## src/ooo_core_config.svh

```systemverilog
/*
 * sizing defines for the ooo core: rob depth, register count,
 * data width and latency counter width
 */
`ifndef OOO_CORE_CONFIG_SVH
`define OOO_CORE_CONFIG_SVH

// reorder buffer depth, also the number of timer slots
`define ROB_SZ 8
// architectural registers, r0 reads as zero
`define ARCH_REGS 8
// data path width
`define XLEN 16
// width of the encoded completion latency
`define LAT_W 3

`endif

```

## src/isa_pkg.sv

```systemverilog
/*
 * instruction set types: register index, opcode and the
 * instruction payload union with alu and branch views
 */
`include "ooo_core_config.svh"

package isa_pkg;

    typedef logic [$clog2(`ARCH_REGS)-1:0] reg_idx_t;

    typedef enum logic {
        op_alu,
        op_branch
    } opcode_t;

    ////////////////////
    // payload views
    ////////////////////

    // src and lat sit at the same bits in both views
    typedef struct packed {
        reg_idx_t          src;
        logic [`LAT_W-1:0] lat;
        reg_idx_t          dest;
        logic [`XLEN-1:0]  imm;
        logic [1:0]        pad;
    } alu_fmt_t;

    // pad sized so both views stay 27 bits wide
    typedef struct packed {
        reg_idx_t               src;
        logic [`LAT_W-1:0]      lat;
        logic                   pred_taken;
        logic [`XLEN-1:0]       target;
        logic [$bits(reg_idx_t):0] pad;
    } branch_fmt_t;

    // one payload word, decoded per opcode
    typedef union packed {
        alu_fmt_t    alu;
        branch_fmt_t branch;
    } instr_u;

endpackage

```

## src/rob_pkg.sv

```systemverilog
/*
 * back end types: rob tag and entry, dispatch, operand, cdb,
 * map entry and retire structs
 */
`include "ooo_core_config.svh"

package rob_pkg;
    import isa_pkg::*;

    typedef logic [$clog2(`ROB_SZ)-1:0] rob_tag_t;

    // decoded instruction at the core input
    typedef struct packed {
        opcode_t opcode;
        instr_u  instr;
    } dispatch_t;

    // source operand as resolved at dispatch
    typedef struct packed {
        logic             ready;
        logic [`XLEN-1:0] value;
        // producer to wait for when not ready
        rob_tag_t         tag;
    } operand_t;

    // one result per cycle
    typedef struct packed {
        logic             valid;
        rob_tag_t         tag;
        logic [`XLEN-1:0] value;
        logic             mispredict;
    } cdb_t;

    typedef struct packed {
        logic             valid;
        logic             complete;
        logic             mispredict;
        opcode_t          opcode;
        reg_idx_t         dest;
        logic [`XLEN-1:0] value;
        logic [`XLEN-1:0] target;
    } rob_entry_t;

    // rename state per architectural register
    typedef struct packed {
        logic     busy;
        rob_tag_t tag;
    } map_entry_t;

    // head of the rob, in program order
    typedef struct packed {
        logic             valid;
        opcode_t          opcode;
        reg_idx_t         dest;
        // tag lets the map table spot a stale rename
        rob_tag_t         tag;
        logic [`XLEN-1:0] value;
        logic             mispredict;
        logic [`XLEN-1:0] target;
    } retire_t;

endpackage
```

## src/arch_regfile.sv

```systemverilog
/*
 * committed register state, written at retire
 */
`include "ooo_core_config.svh"

module arch_regfile
    import isa_pkg::*, rob_pkg::*;
(
    input  logic             clock,
    input  logic             reset,
    input  retire_t          retire,
    input  reg_idx_t         read_reg,
    output logic [`XLEN-1:0] read_value
);

    logic [`XLEN-1:0] regs [`ARCH_REGS];

    always_ff @(posedge clock or posedge reset) begin
        if (reset) begin
            for (int i = 0; i < `ARCH_REGS; i++) begin
                regs[i] <= '0;
            end
        end else if (retire.valid && retire.opcode == op_alu && retire.dest != '0) begin
            // r0 stays zero
            regs[retire.dest] <= retire.value;
        end
    end

    // dispatch source read, no bypass needed
    assign read_value = regs[read_reg];

endmodule

```

## src/completion_timer.sv

```systemverilog
/*
 * per-tag completion slots: operand wait, latency countdown,
 * result and branch outcome, single cdb arbitration
 */
`include "ooo_core_config.svh"

module completion_timer
    import isa_pkg::*, rob_pkg::*;
(
    input  logic      clock,
    input  logic      reset,
    input  logic      dispatch_valid,
    input  dispatch_t dispatch,
    input  rob_tag_t  tail_tag,
    input  operand_t  operand,
    input  logic      flush,
    output cdb_t      cdb
);

    typedef struct packed {
        logic              valid;
        opcode_t           opcode;
        instr_u            instr;
        logic              op_ready;
        logic [`XLEN-1:0]  op_value;
        rob_tag_t          op_tag;
        logic [`LAT_W-1:0] lat;
    } slot_t;

    // slot index equals rob tag
    slot_t              slots [`ROB_SZ];
    logic [`ROB_SZ-1:0] req;
    rob_tag_t           win;
    slot_t              win_slot;

    ////////////////////
    // arbitration
    ////////////////////

    // done counting with the operand in hand
    always_comb begin
        for (int i = 0; i < `ROB_SZ; i++) begin
            req[i] = slots[i].valid && slots[i].op_ready && slots[i].lat == '0;
        end
    end

    // lowest index wins, scan from the top
    always_comb begin
        win = '0;
        for (int i = `ROB_SZ - 1; i >= 0; i--) begin
            if (req[i]) begin
                win = rob_tag_t'(i);
            end
        end
    end

    assign win_slot = slots[win];

    // result from the view that matches the opcode
    always_comb begin
        cdb.valid      = |req;
        cdb.tag        = win;
        cdb.value      = '0;
        cdb.mispredict = 1'b0;
        if (win_slot.opcode == op_alu) begin
            cdb.value = win_slot.op_value + win_slot.instr.alu.imm;
        end else begin
            // taken when the source is zero
            cdb.mispredict = (win_slot.op_value == '0) != win_slot.instr.branch.pred_taken;
        end
    end

    ////////////////////
    // slot update
    ////////////////////

    always_ff @(posedge clock or posedge reset) begin
        if (reset) begin
            for (int i = 0; i < `ROB_SZ; i++) begin
                slots[i] <= '0;
            end
        end else if (flush) begin
            for (int i = 0; i < `ROB_SZ; i++) begin
                slots[i].valid <= 1'b0;
            end
        end else begin
            for (int i = 0; i < `ROB_SZ; i++) begin
                // snoop the broadcast for a waiting operand
                if (slots[i].valid && !slots[i].op_ready
                        && cdb.valid && cdb.tag == slots[i].op_tag) begin
                    slots[i].op_ready <= 1'b1;
                    slots[i].op_value <= cdb.value;
                end
                // count only once the operand is there
                if (slots[i].valid && slots[i].op_ready && slots[i].lat != '0) begin
                    slots[i].lat <= slots[i].lat - 1'b1;
                end
            end
            // winner leaves, losers hold their request
            if (cdb.valid) begin
                slots[win].valid <= 1'b0;
            end
            if (dispatch_valid) begin
                slots[tail_tag].valid    <= 1'b1;
                slots[tail_tag].opcode   <= dispatch.opcode;
                slots[tail_tag].instr    <= dispatch.instr;
                slots[tail_tag].op_ready <= operand.ready;
                slots[tail_tag].op_value <= operand.value;
                slots[tail_tag].op_tag   <= operand.tag;
                slots[tail_tag].lat      <= dispatch.instr.alu.lat;
            end
        end
    end

endmodule

```

## src/map_table.sv

```systemverilog
/*
 * rename table from architectural register to rob tag
 */
`include "ooo_core_config.svh"

module map_table
    import isa_pkg::*, rob_pkg::*;
(
    input  logic       clock,
    input  logic       reset,
    input  logic       dispatch_valid,
    input  dispatch_t  dispatch,
    input  rob_tag_t   tail_tag,
    input  retire_t    retire,
    input  logic       flush,
    output map_entry_t src_map
);

    map_entry_t map_q [`ARCH_REGS];
    reg_idx_t   dest_reg;
    logic       rename;

    assign dest_reg = dispatch.instr.alu.dest;

    // alu writers only, r0 is never renamed
    assign rename = dispatch_valid && dispatch.opcode == op_alu && dest_reg != '0;

    // src sits at the same bits for both forms
    assign src_map = map_q[dispatch.instr.alu.src];

    always_ff @(posedge clock or posedge reset) begin
        if (reset) begin
            for (int i = 0; i < `ARCH_REGS; i++) begin
                map_q[i] <= '0;
            end
        end else if (flush) begin
            // committed state is all that is left
            for (int i = 0; i < `ARCH_REGS; i++) begin
                map_q[i] <= '0;
            end
        end else begin
            // a newer rename keeps the register busy
            if (retire.valid && retire.opcode == op_alu
                    && map_q[retire.dest].tag == retire.tag) begin
                map_q[retire.dest].busy <= 1'b0;
            end
            // same-cycle dispatch wins over the retire clear
            if (rename) begin
                map_q[dest_reg].busy <= 1'b1;
                map_q[dest_reg].tag  <= tail_tag;
            end
        end
    end

endmodule

```

## src/ooo_core.sv

```systemverilog
/*
 * top level of the out-of-order back end
 */
`include "ooo_core_config.svh"

module ooo_core
    import rob_pkg::*;
(
    input  logic             clock,
    input  logic             reset,
    input  logic             dispatch_valid,
    input  dispatch_t        dispatch,
    output logic             dispatch_ready,
    output retire_t          retire,
    output logic             redirect,
    output logic [`XLEN-1:0] redirect_target
);

    logic             dispatch_fire;
    logic             rob_full;
    logic             dispatch_hold;
    logic             flush;
    rob_tag_t         tail_tag;
    operand_t         operand;
    map_entry_t       src_map;
    cdb_t             cdb;
    logic [`XLEN-1:0] src_reg_value;

    // stall on a full rob or during recovery
    assign dispatch_ready = !rob_full && !dispatch_hold;
    assign dispatch_fire  = dispatch_valid && dispatch_ready;

    rob u_rob (
        .clock          (clock),
        .reset          (reset),
        .dispatch_valid (dispatch_fire),
        .dispatch       (dispatch),
        .src_map        (src_map),
        .src_reg_value  (src_reg_value),
        .cdb            (cdb),
        .flush          (flush),
        .rob_full       (rob_full),
        .tail_tag       (tail_tag),
        .operand        (operand),
        .retire         (retire)
    );

    map_table u_map_table (
        .clock          (clock),
        .reset          (reset),
        .dispatch_valid (dispatch_fire),
        .dispatch       (dispatch),
        .tail_tag       (tail_tag),
        .retire         (retire),
        .flush          (flush),
        .src_map        (src_map)
    );

    completion_timer u_completion_timer (
        .clock          (clock),
        .reset          (reset),
        .dispatch_valid (dispatch_fire),
        .dispatch       (dispatch),
        .tail_tag       (tail_tag),
        .operand        (operand),
        .flush          (flush),
        .cdb            (cdb)
    );

    recovery_fsm u_recovery_fsm (
        .clock           (clock),
        .reset           (reset),
        .retire          (retire),
        .flush           (flush),
        .dispatch_hold   (dispatch_hold),
        .redirect        (redirect),
        .redirect_target (redirect_target)
    );

    // source field is shared by both instruction forms
    arch_regfile u_arch_regfile (
        .clock      (clock),
        .reset      (reset),
        .retire     (retire),
        .read_reg   (dispatch.instr.alu.src),
        .read_value (src_reg_value)
    );

endmodule

```

## src/recovery_fsm.sv

```systemverilog
/*
 * run, flush and resume sequencing after a mispredicted branch retires
 */
`include "ooo_core_config.svh"

module recovery_fsm
    import isa_pkg::*, rob_pkg::*;
(
    input  logic             clock,
    input  logic             reset,
    input  retire_t          retire,
    output logic             flush,
    output logic             dispatch_hold,
    output logic             redirect,
    output logic [`XLEN-1:0] redirect_target
);

    typedef enum logic [1:0] {
        st_run,
        st_flush,
        st_resume
    } state_t;

    state_t           state;
    state_t           state_next;
    logic [`XLEN-1:0] target_q;
    logic             bad_branch;

    assign bad_branch = retire.valid && retire.opcode == op_branch && retire.mispredict;

    // flush and resume each last one cycle
    always_comb begin
        case (state)
            st_run:    state_next = bad_branch ? st_flush : st_run;
            st_flush:  state_next = st_resume;
            default:   state_next = st_run;
        endcase
    end

    always_ff @(posedge clock or posedge reset) begin
        if (reset) begin
            state <= st_run;
        end else begin
            state <= state_next;
        end
    end

    // target of the retiring branch
    always_ff @(posedge clock) begin
        if (bad_branch) begin
            target_q <= retire.target;
        end
    end

    assign flush           = (state == st_flush);
    assign dispatch_hold   = (state != st_run);
    assign redirect        = (state == st_resume);
    assign redirect_target = target_q;

endmodule

```

## src/rob.sv

```systemverilog
/*
 * reorder buffer: circular entry store with dispatch, cdb write-back,
 * in-order retire, source operand resolution and flush
 */
`include "ooo_core_config.svh"

module rob
    import isa_pkg::*, rob_pkg::*;
(
    input  logic             clock,
    input  logic             reset,
    input  logic             dispatch_valid,
    input  dispatch_t        dispatch,
    input  map_entry_t       src_map,
    input  logic [`XLEN-1:0] src_reg_value,
    input  cdb_t             cdb,
    input  logic             flush,
    output logic             rob_full,
    output rob_tag_t         tail_tag,
    output operand_t         operand,
    output retire_t          retire
);

    rob_entry_t               entries [`ROB_SZ];
    rob_tag_t                 head;
    rob_tag_t                 tail;
    // occupancy, one bit wider than a tag to tell full from empty
    logic [$clog2(`ROB_SZ):0] count;
    rob_entry_t               new_entry;

    function automatic rob_tag_t next_ptr(input rob_tag_t ptr);
        return (ptr == rob_tag_t'(`ROB_SZ - 1)) ? '0 : ptr + 1'b1;
    endfunction

    assign rob_full = (count == `ROB_SZ);
    assign tail_tag = tail;

    ////////////////////
    // dispatch
    ////////////////////

    // entry written at the tail
    always_comb begin
        new_entry        = '0;
        new_entry.valid  = 1'b1;
        new_entry.opcode = dispatch.opcode;
        if (dispatch.opcode == op_alu) begin
            new_entry.dest = dispatch.instr.alu.dest;
        end else begin
            new_entry.target = dispatch.instr.branch.target;
        end
    end

    // operand lookup order: regfile, finished entry, same-cycle cdb
    always_comb begin
        operand.tag = src_map.tag;
        if (!src_map.busy) begin
            operand.ready = 1'b1;
            operand.value = src_reg_value;
        end else if (entries[src_map.tag].complete) begin
            operand.ready = 1'b1;
            operand.value = entries[src_map.tag].value;
        end else if (cdb.valid && cdb.tag == src_map.tag) begin
            operand.ready = 1'b1;
            operand.value = cdb.value;
        end else begin
            // producer still in flight
            operand.ready = 1'b0;
            operand.value = '0;
        end
    end

    ////////////////////
    // retire
    ////////////////////

    // no retire while the flush wipes younger work
    always_comb begin
        retire.valid      = entries[head].valid && entries[head].complete && !flush;
        retire.opcode     = entries[head].opcode;
        retire.dest       = entries[head].dest;
        retire.tag        = head;
        retire.value      = entries[head].value;
        retire.mispredict = entries[head].mispredict;
        retire.target     = entries[head].target;
    end

    always_ff @(posedge clock or posedge reset) begin
        if (reset) begin
            for (int i = 0; i < `ROB_SZ; i++) begin
                entries[i] <= '0;
            end
            head  <= '0;
            tail  <= '0;
            count <= '0;
        end else if (flush) begin
            // drop everything in flight
            for (int i = 0; i < `ROB_SZ; i++) begin
                entries[i].valid    <= 1'b0;
                entries[i].complete <= 1'b0;
            end
            head  <= '0;
            tail  <= '0;
            count <= '0;
        end else begin
            if (retire.valid) begin
                entries[head].valid    <= 1'b0;
                entries[head].complete <= 1'b0;
                head                   <= next_ptr(head);
            end
            // write-back from the cdb
            if (cdb.valid) begin
                entries[cdb.tag].complete   <= 1'b1;
                entries[cdb.tag].value      <= cdb.value;
                entries[cdb.tag].mispredict <= cdb.mispredict;
            end
            if (dispatch_valid) begin
                entries[tail] <= new_entry;
                tail          <= next_ptr(tail);
            end
            case ({dispatch_valid, retire.valid})
                2'b10:   count <= count + 1'b1;
                2'b01:   count <= count - 1'b1;
                default: count <= count;
            endcase
        end
    end

endmodule

```

## config.mk

```make
export PLATFORM = sky130hd
export DESIGN_NAME = ooo_core
export DESIGN_NICKNAME = d
export VERILOG_FILES = /design/src/isa_pkg.sv /design/src/rob_pkg.sv /design/src/arch_regfile.sv /design/src/completion_timer.sv /design/src/map_table.sv /design/src/ooo_core.sv /design/src/recovery_fsm.sv /design/src/rob.sv
export VERILOG_INCLUDE_DIRS = /design/src
export SDC_FILE = /design/constraint.sdc
export NUM_CORES = 2
export LEC_CHECK = 0
export BUFFER_PORTS_ARGS = -buffer_cell sky130_fd_sc_hd__buf_4
export CORE_UTILIZATION = 40
export DETAILED_ROUTE_END_ITERATION = 10
export PLACE_DENSITY_LB_ADDON = 0.3
export SLEW_MARGIN = 30
export SYNTH_ARGS = -nofsm -noshare
export SYNTH_HDL_FRONTEND = slang
export SYNTH_SLANG_ARGS = --single-unit
```

## constraint.sdc

```tcl
create_clock -name clock -period 34.3 [get_ports clock]
set_input_delay 0 -clock clock [delete_from_list [all_inputs] [get_ports clock]]
set_output_delay 0 -clock clock [all_outputs]
set_load 0.02 [all_outputs]
```

==> impl_metrics.csv <==
group,metric,value,unit
sta,setup_tns,0,ps
clock_tree,insertion_delay,710,ps
critical_path,crit_arrival,7930,ps
global_routing,grt_start_max_net_pins,146,
sta,whs,-38.9,ps
finish,final_cell_mix,"1033 x nand2_1, 812 x dfrtp_1, 371 x o21ai_0",
global_routing,grt_pass1_vias,32700,
sta,worstMarginPinSlew,1040,ps
synth,synthFlopType,"dfrtp_1",
clock_tree,h-tree-depth,3,
min_path,hold_class,"in2async",
finish,regArea,20800,sq um
drt,wl,137000,um
drt,final_antenna_net_count,0,
drt,drt_iter0_drc,4100,
critical_path,cpPeakStageDelay,910,ps
synth,synth.area.top_cells,"dfrtp_1 50%, nand2_1 9.6%, o21ai_0 4.7%",
drt,via_count,33800,
outcome,violations,"hold timing",
floorplan,core_area,99000,sq um
finish,layout_commonest_cell,"nand2_1",
synth,synth_top_cell_area_share,0.505,
global_routing,grt_use_total,0.268,
sta,clock_skew,26.3,ps
floorplan,die_h,319,um
clock_tree,clk_path_buf_depth,3,
drt,drtPass1Iterations,7,
placed_design,place_hpwl,83600,um
sta,min_period,7330,ps
critical_path,required,34900,ps
sta,drv_slew,0,
critical_path,crit_slowest_cell,"a221oi_1",
clock_tree,cts_tree,"yes",
finish,multiInputGateArea,18000,sq um
placed_design,place.gp.congestion,0.956,
critical_path,crit_chain,"inv_1 -> ha_1 -> nand4b_2 -> a21oi_1 -> a21oi_2 -> nor2_4 -> buf_4 -> mux2i_1 -> a221oi_1 -> ha_1 -> fa_1 -> a211oi_1 -> o21a_1 -> o31ai_1 -> o41ai_1 -> xnor2_1 -> nand2_1 -> o22ai_2 -> o22ai_1 -> a221oi_1",
critical_path,crit_fanout,45,
synth,synth_area,40200,sq um
floorplan,io-pin-count,90,
synth,synth-edff-count,16,
global_routing,grt_pass1_wl,209000,um
sta,fin_crit_sh,0.214,
synth,synth_top_cell_by_area,"dfrtp_1",
critical_path,critPathKind,"reg2reg",
floorplan,die_area,102000,sq um
synth,synth_cells,4261,
finish,fin_nets,4264,
outcome,status,"finished with violations",
finish,syn2layout_area_growth,13.0,%
drt,post-route-drc-count,0,
clock_tree,post_cts_resized,0,
floorplan,row_count,115,
synth,yosysSeqAreaShare,0.517,
clock_tree,path_clk_slew,60,ps
finish,layout-drive-gt1-share,0.121,
finish,nFillCells,9366,
drt,viasPerCell,6.07,
synth,synthArstFlopShare,0.981,
global_routing,gr-total-overflow,0,
drt,routedWlPerCell,24.7,um
clock_tree,clock_sinks,828,
run,drv_cap,0,
sta,relSlewSlack,0.305,
placed_design,numPortBuffers,87,
synth,syn_avg_cell_area,9.45,sq um
sta,setup_viol_count_final,0,
critical_path,start_kind,"flip-flop",
synth,ys_ff_latch,828,
synth,yosysWarnings,0,
synth,synth_cell_types,100,
critical_path,end_kind,"flip-flop",
clock_tree,numCtsBuffers,92,
sta,rsz0062_at_grt,"no",
floorplan,die_x,319,um
clock_tree,cts_root_buf,"clkbuf_16",
sta,max_freq,136,MHz
floorplan,start_util,0.407,
synth,synth.net_count,4332,
sta,report.final.hold_viol_count,14,
global_routing,antenna_found_initial,3,
[routing by layer]
layer,part of all wire,GRT usage,up-vias
met4,0.037,0.101,0
met2,0.44,0.402,1752
li1,-,-,14900
met1,0.42,0.378,16800
met3,0.098,0.0573,335
met5,0,0,-
[synth_stat cells (all sizes together), types with 16 or more instances]
cell type	instances
nand2	1036
dfrtp	812
o21ai	415
clkbuf	279
nor2	269
a21oi	213
a22oi	131
mux2i	105
o221ai	92
buf	85
inv	67
mux4	55
nand3	55
a211oi	44
and2	42
and3	39
a221oi	38
ha	38
o22a	36
a31oi	31
nor3	29
xnor2	28
nand4	25
o22ai	22
nor4	21
a22o	20
a311oi	20
mux2	19
o211ai	19
xor2	18
edfxtp	16
or3	16
[cells by family (layout without fill, tap and decap cells)]
logic type | Yosys count | in the layout | synth area share
multiplexers | 179 | 179 | 0.0637
AND/OR/NAND/NOR | 1590 | 1590 | 0.168
other | 0 | 2 | 0
adder cells (fa/ha/maj) | 40 | 40 | 0.0128
XOR/XNOR | 46 | 46 | 0.0100
AO/OA/AOI/OAI | 1146 | 1146 | 0.186
flip-flops | 828 | 828 | 0.517
buffers and inverters | 432 | 444 | 0.0431
[path summary, 6_finish.rpt]
path | start | end | slack, ps | cells after the start
max in group asynchronous | reset | u_rob.entries[69]$_DFFE_PP0N_ | 31670 | 7
worst max register to register | u_completion_timer.slots[208]$_DFFE_PP0N_ | u_completion_timer.slots[122]$_DFFE_PP0N_ | 26970 | 20
worst max-delay path | u_completion_timer.slots[208]$_DFFE_PP0N_ | u_completion_timer.slots[122]$_DFFE_PP0N_ | 26970 | 20
worst min-delay path | reset | u_rob.entries[11]$_DFFE_PP0P_ | -40 | 3
worst min register to register | u_arch_regfile.regs[113]$_DFFE_PP0P_ | u_arch_regfile.regs[113]$_DFFE_PP0P_ | 370 | 0
min in group clock | dispatch_valid | u_rob.tail_tag[2]$_DFFE_PP0P_ | 120 | 4
[worst max-delay path: cells and delay by family (launching register included)]
family                     cells  cell delay, ps
and+or+nand+nor                3            1080
adders and majority gates      3             830
DFF                            1             390
muxes                          1             200
buffers and inverters          2             890
AOI/OAI and AO/OA             10            3420
xor gates and xnor gates       1             330
[timing repair]
action / 4_1_cts / 5_1_grt
setup endpoints to repair: 0 / 0
hold buffers: 24 / 0
endpoints found under the hold margin: 473 / 0
buffers inserted: 0 / 0
[sequential cells by signal, summed over array words and instances, names as in the netlist]
| register | count |
|---|---|
| u_arch_regfile.regs | 128 |
| u_completion_timer.slots | 336 |
| u_map_table.map_q | 32 |
| u_recovery_fsm.redirect_target | 16 |
| u_recovery_fsm.state | 2 |
| u_rob.count | 4 |
| u_rob.entries | 304 |
| u_rob.head | 3 |
| u_rob.tail_tag | 3 |
[stage by stage]
stage                     hold WS (ps)  area (sq um)  worst slack, ps  std cells  utilization
after floorplan                    236         40200            11490       4261            -
after global placement             273         41900            27190       5360        0.423
after detailed placement           271         42000            27140       5361        0.424
after CTS                         92.0         45400            27100       5559        0.459
after global routing              31.4         45500            26760       5560        0.459
final                            -38.9         45500            26970       5562        0.459
[final cells by class]
class	count	area share
Sequential cell	828	0.457
Multi-Input combinational cell	3001	0.395
Clock buffer	126	0.0576
Timing Repair Buffer	202	0.0360
Tap cell	1287	0.0354
Clock inverter	48	0.0125
Inverter	68	0.00594
Antenna cell	2	0.000110
Power is not shown: default switching activity piles up to over one toggle a cycle in this logic, so the estimate is an artifact.
